**config.mk**
```make
export PLATFORM = sky130hd
export DESIGN_NAME = ctrlUnit
export DESIGN_NICKNAME = d
export VERILOG_FILES = /design/src/ctrlPkg.sv /design/src/decodedInstrIf.sv /design/src/aluCtrl.sv /design/src/ctrlUnit.sv /design/src/flowFlagCtrl.sv /design/src/instrDecoder.sv /design/src/memStackCtrl.sv
export SDC_FILE = /design/constraint.sdc
export NUM_CORES = 1
export LEC_CHECK = 0
export BUFFER_PORTS_ARGS = -buffer_cell sky130_fd_sc_hd__buf_4
export CAP_MARGIN = 10
export CORE_UTILIZATION = 30
export DETAILED_ROUTE_END_ITERATION = 8
export SLEW_MARGIN = 0
export SYNTH_ARGS = -nofsm -noshare
export SYNTH_HDL_FRONTEND = slang
export SYNTH_SLANG_ARGS = --single-unit
```
**constraint.sdc**
```tcl
create_clock -name vclk -period 10.61
set_input_delay 3.183 -clock vclk [all_inputs]
set_output_delay 3.183 -clock vclk [all_outputs]
set_load 0.01 [all_outputs]
```
**src/ctrlPkg.sv**
```systemverilog
// Shared types and codes of the instruction-decoding control unit.
// Holds the field widths, ALU operation codes, select codes and the decoded
// instruction enum. Modules pull it in with a wildcard import in their body.
package ctrlPkg;

	localparam int INSTR_W  = 16;	// instruction word width
	localparam int OPCODE_W = 4;	// major opcode, top bits of the word
	localparam int FUNCT_W  = 3;	// function field, bottom bits of the word

	typedef logic [INSTR_W-1:0]  instrWord_t;
	typedef logic [OPCODE_W-1:0] opcode_t;
	typedef logic [FUNCT_W-1:0]  funct_t;	// 2-bit groups use only [1:0]
	typedef logic [3:0]          aluOp_t;
	typedef logic [1:0]          aluSrc_t;
	typedef logic [1:0]          jmpType_t;
	typedef logic [1:0]          spSrc_t;

	// ALU operation codes as the execute stage expects them
	localparam aluOp_t ALU_ADD = 4'd0;
	localparam aluOp_t ALU_SUB = 4'd1;
	localparam aluOp_t ALU_INC = 4'd2;
	localparam aluOp_t ALU_DEC = 4'd3;
	localparam aluOp_t ALU_AND = 4'd4;
	localparam aluOp_t ALU_OR  = 4'd5;
	localparam aluOp_t ALU_NOT = 4'd6;
	localparam aluOp_t ALU_SHL = 4'd7;
	localparam aluOp_t ALU_SHR = 4'd8;
	localparam aluOp_t ALU_MUL = 4'd9;
	localparam aluOp_t ALU_DIV = 4'd10;
	localparam aluOp_t ALU_MOV = 4'd11;	// also the idle operation

	localparam aluSrc_t ALU_SRC_REG  = 2'd0;	// second operand from register file
	localparam aluSrc_t ALU_SRC_DATA = 2'd1;	// 16-bit word after LDM
	localparam aluSrc_t ALU_SRC_SHMT = 2'd2;	// shift amount field

	localparam jmpType_t JMP_ALWAYS = 2'd0;
	localparam jmpType_t JMP_CARRY  = 2'd1;
	localparam jmpType_t JMP_NEG    = 2'd2;
	localparam jmpType_t JMP_ZERO   = 2'd3;

	localparam spSrc_t SP_KEEP = 2'd0;
	localparam spSrc_t SP_DEC  = 2'd1;	// pop side
	localparam spSrc_t SP_INC  = 2'd2;	// push and call side

	// major opcodes, 12 to 15 reserved
	localparam opcode_t OPC_NOP      = 4'd0;
	localparam opcode_t OPC_ARITH    = 4'd1;
	localparam opcode_t OPC_SHIFT    = 4'd2;
	localparam opcode_t OPC_LOGIC    = 4'd3;
	localparam opcode_t OPC_BRANCH   = 4'd4;
	localparam opcode_t OPC_FLAG     = 4'd5;
	localparam opcode_t OPC_STACK    = 4'd6;
	localparam opcode_t OPC_MEM      = 4'd7;
	localparam opcode_t OPC_IMM      = 4'd8;
	localparam opcode_t OPC_CLRFLAGS = 4'd9;
	localparam opcode_t OPC_CALL     = 4'd10;
	localparam opcode_t OPC_SWINT    = 4'd11;

	localparam int OP_BIT    = 11;	// set (1) or clear (0) on flag ops
	localparam int PC_BIT    = 8;	// push/pop the PC
	localparam int FLAGS_BIT = 7;	// push/pop the flags

	// 33 instructions, so six bits are needed to hold the code
	typedef enum logic [5:0] {
		KIND_NONE,
		ADD, SUB, MUL, DIV,
		SHL, SHR, INC, DEC,
		AND, OR, NOT, MOV,
		JZ, JN, JC, JMP,	// jump to register
		FLAGOP,
		PUSH, POP,
		OUT, IN, LDD, STD,
		LDM,
		CALLI, JMPI, JCI, JNI, JZI,	// immediate target
		CLRALL, CALLR, SWINT
	} instrKind_t;

endpackage

```
**src/decodedInstrIf.sv**
```systemverilog
// Decoded instruction bundle from the decoder to the control generators.
// The decoder drives it through dec, the generators read it through gen.
`timescale 1ns/1ps

interface decodedInstr_if;

	ctrlPkg::instrKind_t kind;	// one code per instruction
	logic [1:0] flagSel;	// low funct bits, picks Z N C Ovf
	logic opSet;	// set/clear modifier of flag ops
	logic stackPc;	// PC modifier of push/pop
	logic stackFlags;	// flags modifier of push/pop

	modport dec (
		output kind, flagSel, opSet, stackPc, stackFlags
	);

	// read side shared by all three generators
	modport gen (
		input kind, flagSel, opSet, stackPc, stackFlags
	);

endinterface

```
**src/aluCtrl.sv**
```systemverilog
// ALU and register write-back control.
// Picks the ALU operation and operand source from the decoded instruction and
// raises the write-back enables. Idle instructions leave the ALU on MOV.
`timescale 1ns/1ps

module aluCtrl (
	decodedInstr_if.gen dec,
	output ctrlPkg::aluOp_t aluOp,
	output ctrlPkg::aluSrc_t aluSrc,
	output logic regLowWrite,
	output logic regHighWrite,
	output logic memToReg
);
	import ctrlPkg::*;

	logic isAluKind;	// any of the twelve register ALU instructions
	logic isPop;

	always_comb begin
		case (dec.kind)
			ADD: aluOp = ALU_ADD;
			SUB: aluOp = ALU_SUB;
			MUL: aluOp = ALU_MUL;
			DIV: aluOp = ALU_DIV;
			SHL: aluOp = ALU_SHL;
			SHR: aluOp = ALU_SHR;
			INC: aluOp = ALU_INC;
			DEC: aluOp = ALU_DEC;
			AND: aluOp = ALU_AND;
			OR: aluOp = ALU_OR;
			NOT: aluOp = ALU_NOT;
			default: aluOp = ALU_MOV;	// MOV and every non-ALU kind
		endcase
	end

	always_comb begin
		if (dec.kind == LDM)
			aluSrc = ALU_SRC_DATA;	// immediate word passes through
		else if (dec.kind inside {SHL, SHR})
			aluSrc = ALU_SRC_SHMT;
		else
			aluSrc = ALU_SRC_REG;
	end

	assign isAluKind = dec.kind inside {ADD, SUB, MUL, DIV, SHL, SHR, INC, DEC,
		AND, OR, NOT, MOV};
	assign isPop = (dec.kind == POP);

	// pop of the PC goes to the PC, not to Rdst
	assign regLowWrite = isAluKind | (dec.kind inside {IN, LDD, LDM})
		| (isPop & ~dec.stackPc);
	assign regHighWrite = (dec.kind == MUL);	// upper half of product
	// plain pop only, PC and flags pops bypass the register file
	assign memToReg = (dec.kind inside {LDD, IN})
		| (isPop & ~(dec.stackPc | dec.stackFlags));

endmodule

```
**src/ctrlUnit.sv**
```systemverilog
// Top level of the instruction-decoding control unit.
// Takes one 16-bit instruction word and returns every control strobe and
// select of the datapath in the same cycle. Pure combinational logic.
`timescale 1ns/1ps

module ctrlUnit (
	input ctrlPkg::instrWord_t instruction,
	output ctrlPkg::aluOp_t aluOp,
	output ctrlPkg::aluSrc_t aluSrc,
	output logic regLowWrite,
	output logic regHighWrite,
	output logic memToReg,
	output logic memWrite,
	output logic memRead,
	output logic portWrite,
	output logic portRead,
	output logic memType,
	output logic pcPushPop,
	output logic flagsPushPop,
	output ctrlPkg::spSrc_t spSrc,
	output logic memDataSrc,
	output logic memAddressSrc,
	output logic isJmp,
	output ctrlPkg::jmpType_t jmpType,
	output logic jmpSrc,
	output logic setZ,
	output logic setN,
	output logic setC,
	output logic setOvf,
	output logic clrZ,
	output logic clrN,
	output logic clrC,
	output logic clrOvf,
	output logic setInt
);
	import ctrlPkg::*;

	decodedInstr_if decBus ();	// decoder to generators

	instrDecoder instrDecoder_i (
		.instr (instruction),
		.dec   (decBus)
	);

	aluCtrl aluCtrl_i (
		.dec          (decBus),
		.aluOp        (aluOp),
		.aluSrc       (aluSrc),
		.regLowWrite  (regLowWrite),
		.regHighWrite (regHighWrite),
		.memToReg     (memToReg)
	);

	memStackCtrl memStackCtrl_i (
		.dec           (decBus),
		.memWrite      (memWrite),
		.memRead       (memRead),
		.portWrite     (portWrite),
		.portRead      (portRead),
		.memType       (memType),
		.pcPushPop     (pcPushPop),
		.flagsPushPop  (flagsPushPop),
		.spSrc         (spSrc),
		.memDataSrc    (memDataSrc),
		.memAddressSrc (memAddressSrc)
	);

	flowFlagCtrl flowFlagCtrl_i (
		.dec     (decBus),
		.isJmp   (isJmp),
		.jmpType (jmpType),
		.jmpSrc  (jmpSrc),
		.setZ    (setZ),
		.setN    (setN),
		.setC    (setC),
		.setOvf  (setOvf),
		.clrZ    (clrZ),
		.clrN    (clrN),
		.clrC    (clrC),
		.clrOvf  (clrOvf),
		.setInt  (setInt)
	);

endmodule

```
**src/flowFlagCtrl.sv**
```systemverilog
// Program flow and flag control.
// Flags jumps and calls with their condition and target source, drives the
// individual flag set/clear strobes and raises the software interrupt.
`timescale 1ns/1ps

module flowFlagCtrl (
	decodedInstr_if.gen dec,
	output logic isJmp,
	output ctrlPkg::jmpType_t jmpType,
	output logic jmpSrc,
	output logic setZ,
	output logic setN,
	output logic setC,
	output logic setOvf,
	output logic clrZ,
	output logic clrN,
	output logic clrC,
	output logic clrOvf,
	output logic setInt
);
	import ctrlPkg::*;

	logic [3:0] flagHot;	// bit 0 Z, 1 N, 2 C, 3 Ovf
	logic [3:0] setVec;
	logic [3:0] clrVec;
	logic isFlagOp;
	logic isRti;	// pop of PC and flags together

	assign isJmp = dec.kind inside {JZ, JN, JC, JMP, CALLR,
		CALLI, JMPI, JCI, JNI, JZI};
	// target word follows the instruction for every I-type kind
	assign jmpSrc = dec.kind inside {LDM, CALLI, JMPI, JCI, JNI, JZI};

	always_comb begin
		if (dec.kind inside {JC, JCI})
			jmpType = JMP_CARRY;
		else if (dec.kind inside {JN, JNI})
			jmpType = JMP_NEG;
		else if (dec.kind inside {JZ, JZI})
			jmpType = JMP_ZERO;
		else
			jmpType = JMP_ALWAYS;
	end

	assign isFlagOp = (dec.kind == FLAGOP);
	assign isRti    = (dec.kind == POP) & dec.stackPc & dec.stackFlags;
	assign flagHot  = 4'b0001 << dec.flagSel;

	assign setVec = {4{isFlagOp & dec.opSet}} & flagHot;
	assign clrVec = ({4{isFlagOp & ~dec.opSet}} & flagHot)
		| {4{dec.kind == CLRALL}}
		| {isRti, 3'b000};	// return drops overflow

	assign {setOvf, setC, setN, setZ} = setVec;
	assign {clrOvf, clrC, clrN, clrZ} = clrVec;

	assign setInt = (dec.kind == SWINT);

endmodule

```
**src/instrDecoder.sv**
```systemverilog
// Instruction classifier, the only block that looks at opcode and funct.
// Every legal opcode/funct pair becomes one instrKind_t code, anything else
// (NOP, reserved opcodes, unused funct values) comes out as KIND_NONE.
`timescale 1ns/1ps

module instrDecoder (
	input ctrlPkg::instrWord_t instr,
	decodedInstr_if.dec dec
);
	import ctrlPkg::*;

	opcode_t opcode;
	funct_t funct;
	instrKind_t kind;

	assign opcode = instr[INSTR_W-1 -: OPCODE_W];	// bits 15..12
	assign funct  = instr[FUNCT_W-1:0];	// bits 2..0

	always_comb begin
		kind = KIND_NONE;
		case (opcode)
			OPC_NOP: kind = KIND_NONE;
			OPC_ARITH: begin
				case (funct[1:0])
					2'd0: kind = DIV;
					2'd1: kind = MUL;
					2'd2: kind = ADD;
					default: kind = SUB;
				endcase
			end
			OPC_SHIFT: begin
				case (funct[1:0])
					2'd0: kind = SHL;
					2'd1: kind = SHR;
					2'd2: kind = INC;
					default: kind = DEC;
				endcase
			end
			OPC_LOGIC: begin	// OR comes before AND in this group
				case (funct[1:0])
					2'd0: kind = OR;
					2'd1: kind = AND;
					2'd2: kind = NOT;
					default: kind = MOV;
				endcase
			end
			OPC_BRANCH: begin
				case (funct[1:0])
					2'd0: kind = JZ;
					2'd1: kind = JN;
					2'd2: kind = JC;
					default: kind = JMP;
				endcase
			end
			OPC_FLAG: kind = FLAGOP;	// flag and direction come from modifiers
			OPC_STACK: begin
				if (funct[1:0] == 2'd0)
					kind = PUSH;
				else if (funct[1:0] == 2'd1)
					kind = POP;	// funct 2 and 3 unused
			end
			OPC_MEM: begin
				case (funct[1:0])
					2'd0: kind = OUT;
					2'd1: kind = IN;
					2'd2: kind = LDD;
					default: kind = STD;
				endcase
			end
			OPC_IMM: begin	// full 3-bit funct here
				case (funct)
					3'd0: kind = LDM;
					3'd1: kind = CALLI;
					3'd2: kind = JMPI;
					3'd3: kind = JCI;
					3'd4: kind = JNI;
					3'd5: kind = JZI;
					default: kind = KIND_NONE;	// 6 and 7 reserved
				endcase
			end
			OPC_CLRFLAGS: kind = CLRALL;
			OPC_CALL: kind = CALLR;
			OPC_SWINT: kind = SWINT;
			default: kind = KIND_NONE;	// opcodes 12..15
		endcase
	end

	assign dec.kind       = kind;
	assign dec.flagSel    = funct[1:0];
	assign dec.opSet      = instr[OP_BIT];
	assign dec.stackPc    = instr[PC_BIT];
	assign dec.stackFlags = instr[FLAGS_BIT];

endmodule

```
**src/memStackCtrl.sv**
```systemverilog
// Data memory, port and stack control.
// Produces the memory and port strobes, the stack pointer action and the
// data/address selects used by push, pop and both call forms.
`timescale 1ns/1ps

module memStackCtrl (
	decodedInstr_if.gen dec,
	output logic memWrite,
	output logic memRead,
	output logic portWrite,
	output logic portRead,
	output logic memType,
	output logic pcPushPop,
	output logic flagsPushPop,
	output ctrlPkg::spSrc_t spSrc,
	output logic memDataSrc,
	output logic memAddressSrc
);
	import ctrlPkg::*;

	logic isPush;
	logic isPop;
	logic isCall;	// immediate or register call
	logic isStackOp;

	assign isPush    = (dec.kind == PUSH);
	assign isPop     = (dec.kind == POP);
	assign isCall    = dec.kind inside {CALLI, CALLR};
	assign isStackOp = isPush | isPop;

	assign memWrite = isPush | isCall | (dec.kind == STD);	// call stores return PC
	assign memRead  = isPop | (dec.kind == LDD);
	assign memType  = memWrite | memRead;	// data memory rather than ports

	assign portWrite = (dec.kind == OUT);
	assign portRead  = (dec.kind == IN);

	assign pcPushPop    = (isStackOp & dec.stackPc) | isCall;
	assign flagsPushPop = isStackOp & dec.stackFlags;

	// stack grows upward in this machine
	always_comb begin
		if (isPop)
			spSrc = SP_DEC;
		else if (isPush | isCall)
			spSrc = SP_INC;
		else
			spSrc = SP_KEEP;
	end

	// store PC/flags instead of Rdst
	assign memDataSrc = (isPush & (dec.stackPc | dec.stackFlags)) | isCall;
	// address from SP instead of Rsrc
	assign memAddressSrc = isStackOp | isCall;

endmodule

```
==> metrics.json <==
{
  "crit_chain": {"value": "buf_4 -> ha_1 -> o21ai_0 -> o32ai_1 -> a21bo_2 -> a211oi_1 -> inv_1 -> ha_1 -> nor2_1 -> nand2_1 -> o21ai_0 -> o22ai_1 -> buf_4"},
  "setup_total_negative_slack": {"value": 0, "unit": "ns"},
  "dp_cells": {"value": 266},
  "combined_flip_flop_and_latch_cell_area": {"value": 0, "unit": "µm²"},
  "rsz0062_at_grt": {"value": "no"},
  "hold_depth": {"value": 4},
  "startpoint_type": {"value": "input pin"},
  "die_area": {"value": 4330, "unit": "µm²"},
  "drt_drc_violations_left": {"value": 0},
  "dr.first_iter.drc_count": {"value": 117},
  "fillers": {"value": 438},
  "crit_slowest_cell": {"value": "a211oi_1"},
  "post_drt_via_cell_ratio": {"value": 5.70},
  "grt_first_pass_wirelength": {"value": 6.18, "unit": "mm"},
  "p_leak": {"value": 0.712, "unit": "nW"},
  "layoutNonFillerInstCount": {"value": 266},
  "via_count_of_the_first_global_routing_pass": {"value": 1311},
  "min_period": {"value": 9.55, "unit": "ns"},
  "placeableCoreArea": {"value": 3770, "unit": "µm²"},
  "multi_input_area": {"value": 1090, "unit": "µm²"},
  "timing.final.max_slew_violations": {"value": 0},
  "clock_buffer_cells": {"value": 0},
  "timing.max_cap.violations": {"value": 0},
  "syn2layout_area_growth": {"value": 24.4, "unit": "%"},
  "timing.max_slew.rel_slack": {"value": 0.516},
  "gpl.final_weighted_congestion": {"value": 0.819},
  "global_route.usage.total": {"value": 0.174},
  "arrival": {"value": 6.37, "unit": "ns"},
  "place.port_buffers": {"value": 43},
  "timing_worst_slew_pin_value": {"value": 0.725, "unit": "ns"},
  "die-height": {"value": 65.8, "unit": "µm"},
  "holdCritPathClass": {"value": "input pin to output port"},
  "overflow": {"value": 0},
  "hpwlAfterDp": {"value": 2.88, "unit": "mm"},
  "rows": {"value": 22},
  "hold_buffers": {"value": 0},
  "timing.critical_path.to_type": {"value": "output port"},
  "finish.net_count": {"value": 247},
  "critical_path_class": {"value": "input pin to output port"},
  "finalCritPeriodShare": {"value": 0.900},
  "critical_path.top_delay_family": {"value": "compound AO/OA/AOI/OAI gates"},
  "max-vdd-ir-drop": {"value": 22.6, "unit": "µV"},
  "final_setup_violations": {"value": 0},
  "grt_max_degree": {"value": 21},
  "critical_path_peak_fanout": {"value": 14},
  "syn_inst": {"value": 188},
  "synthesis.area": {"value": 1220, "unit": "µm²"},
  "yosysWarnings": {"value": 0},
  "whs_endpoint": {"value": "flagsPushPop"},
  "power.density": {"value": 55.7, "unit": "nW/µm²"},
  "totalWireLength": {"value": 3.84, "unit": "mm"},
  "ant_nets": {"value": 0},
  "worstPathBufferInverterCount": {"value": 3},
  "run_status": {"value": "finished clean"},
  "synth.yosys.seq_area_share": {"value": 0},
  "dr_total_vias": {"value": 1517},
  "antenna_violations_before_repair": {"value": 0},
  "post_drt_wl_per_cell": {"value": 14.4, "unit": "µm"},
  "netlist-cell-type-count": {"value": 56},
  "post_synthesis_net_count": {"value": 215},
  "timing.fmax": {"value": 105, "unit": "MHz"},
  "layout.sequential_cells": {"value": 0},
  "ctsResizeCount": {"value": 0},
  "biggest_cell_delay_along_the_critical_path": {"value": 0.59, "unit": "ns"},
  "antenna_cells": {"value": 0},
  "cts_post_setup_buffers_inserted": {"value": 0},
  "post_route_cells_drive_above_1_share": {"value": 0.248},
  "min-delay-start": {"value": "instruction[7]"},
  "timing.critical_path.required": {"value": 7.43, "unit": "ns"},
  "die_outline_width": {"value": 65.8, "unit": "µm"},
  "detailedRoute.firstPassIterationCount": {"value": 4},
  "post_synth.cell_area_avg": {"value": 6.50, "unit": "µm²"},
  "initial_core_util": {"value": 0.324},
  "timing_hold_violations_final": {"value": 0},
  "top_level_ports": {"value": 49}
}
[Yosys cell counts, types with 2 or more instances]
library cell	n	area, µm²
or3_1	2	12.5
o21ai_1	2	10.0
nor2_1	20	75.1
o21a_1	3	22.5
nor3_1	12	60.1
nand2b_1	7	43.8
nand3b_1	2	15.0
o21ai_0	10	50.1
nor2b_1	2	12.5
buf_6	3	33.8
and4_1	4	35.0
buf_2	5	25.0
inv_1	9	33.8
buf_4	3	22.5
and2_1	3	18.8
a211oi_1	3	22.5
clkbuf_1	3	11.3
o22ai_1	4	25.0
a21oi_1	17	85.1
a21o_1	5	37.5
nand3_1	2	10.0
nand2_1	18	67.6
nor3b_1	3	22.5
ha_1	11	138
and3_1	4	25.0
[area by class of cell]
cell class | count | area share
Tap cell | 48 | 0.0395
Timing Repair Buffer | 44 | 0.217
Inverter | 10 | 0.0247
Multi-Input combinational cell | 164 | 0.719
[cells by family after synthesis]
| kind of cell | share of synthesized area |
|---|---|
| simple gates | 0.399 |
| compound gates | 0.366 |
| buf+inv | 0.106 |
| fa+ha+maj | 0.113 |
| xor+xnor | 0.00717 |
| mux | 0.00819 |
[worst max-delay path by stage]
stage	from	end	slack, ns	cells after the start
global placement	instruction[0]	isJmp	1.07	13
floorplan	instruction[0]	jmpType[1]	1.81	11
global route	instruction[0]	regLowWrite	0.74	13
finish	instruction[0]	regLowWrite	1.06	13
CTS	instruction[0]	regLowWrite	1.12	13
detailed placement	instruction[0]	isJmp	1.14	13
[metrics by stage]
stage | area (µm²) | setup WS [ns] | util | total power, mW | hold slack, ns
global placement | 1520 | 1.07 | 0.403 | 0.0834 | 6.70
detailed placement | 1520 | 1.14 | 0.403 | 0.0838 | 6.70
floorplan | 1220 | 1.81 | - | 0.0591 | 6.46
CTS | 1520 | 1.12 | 0.403 | 0.0840 | 6.70
finish | 1520 | 1.06 | 0.403 | 0.0847 | 6.70
global route | 1520 | 0.739 | 0.403 | 0.0924 | 6.73
[power breakdown]
| group | internal [mW] | leakage [nW] | switching [mW] |
|---|---|---|---|
| sequential | 0 | 0 | 0 |
| clock | 0 | 0 | 0 |
| combinational | 0.0332 | 0.712 | 0.0515 |
| total | 0.0332 | 0.712 | 0.0515 |
[routing by layer]
| layer | global-route usage | part of all wire | up-vias | routed length (µm) |
|---|---|---|---|---|
| met5 | 0 | 0 | - | 0 |
| met4 | 0.00543 | 0 | 0 | 0 |
| met3 | 0.00172 | 0.063 | 0 | 241 |
| met2 | 0.279 | 0.47 | 57 | 1820 |
| met1 | 0.267 | 0.46 | 704 | 1780 |
| li1 | - | - | 756 | - |
[cells in the final DEF, fill, tap and decap left out, types with 3 or more instances in the layout]
cell type,count
a21o_1,5
and2_1,3
nand2_1,18
nor3_1,12
nor3b_1,3
and4_1,4
a21oi_1,17
inv_1,9
a211oi_1,3
nand2b_1,7
buf_4,44
o21a_1,3
o21ai_0,10
and3_1,4
ha_1,11
o22ai_1,4
nor2_1,20
No activity file was read; power rests on OpenSTA's default activity.
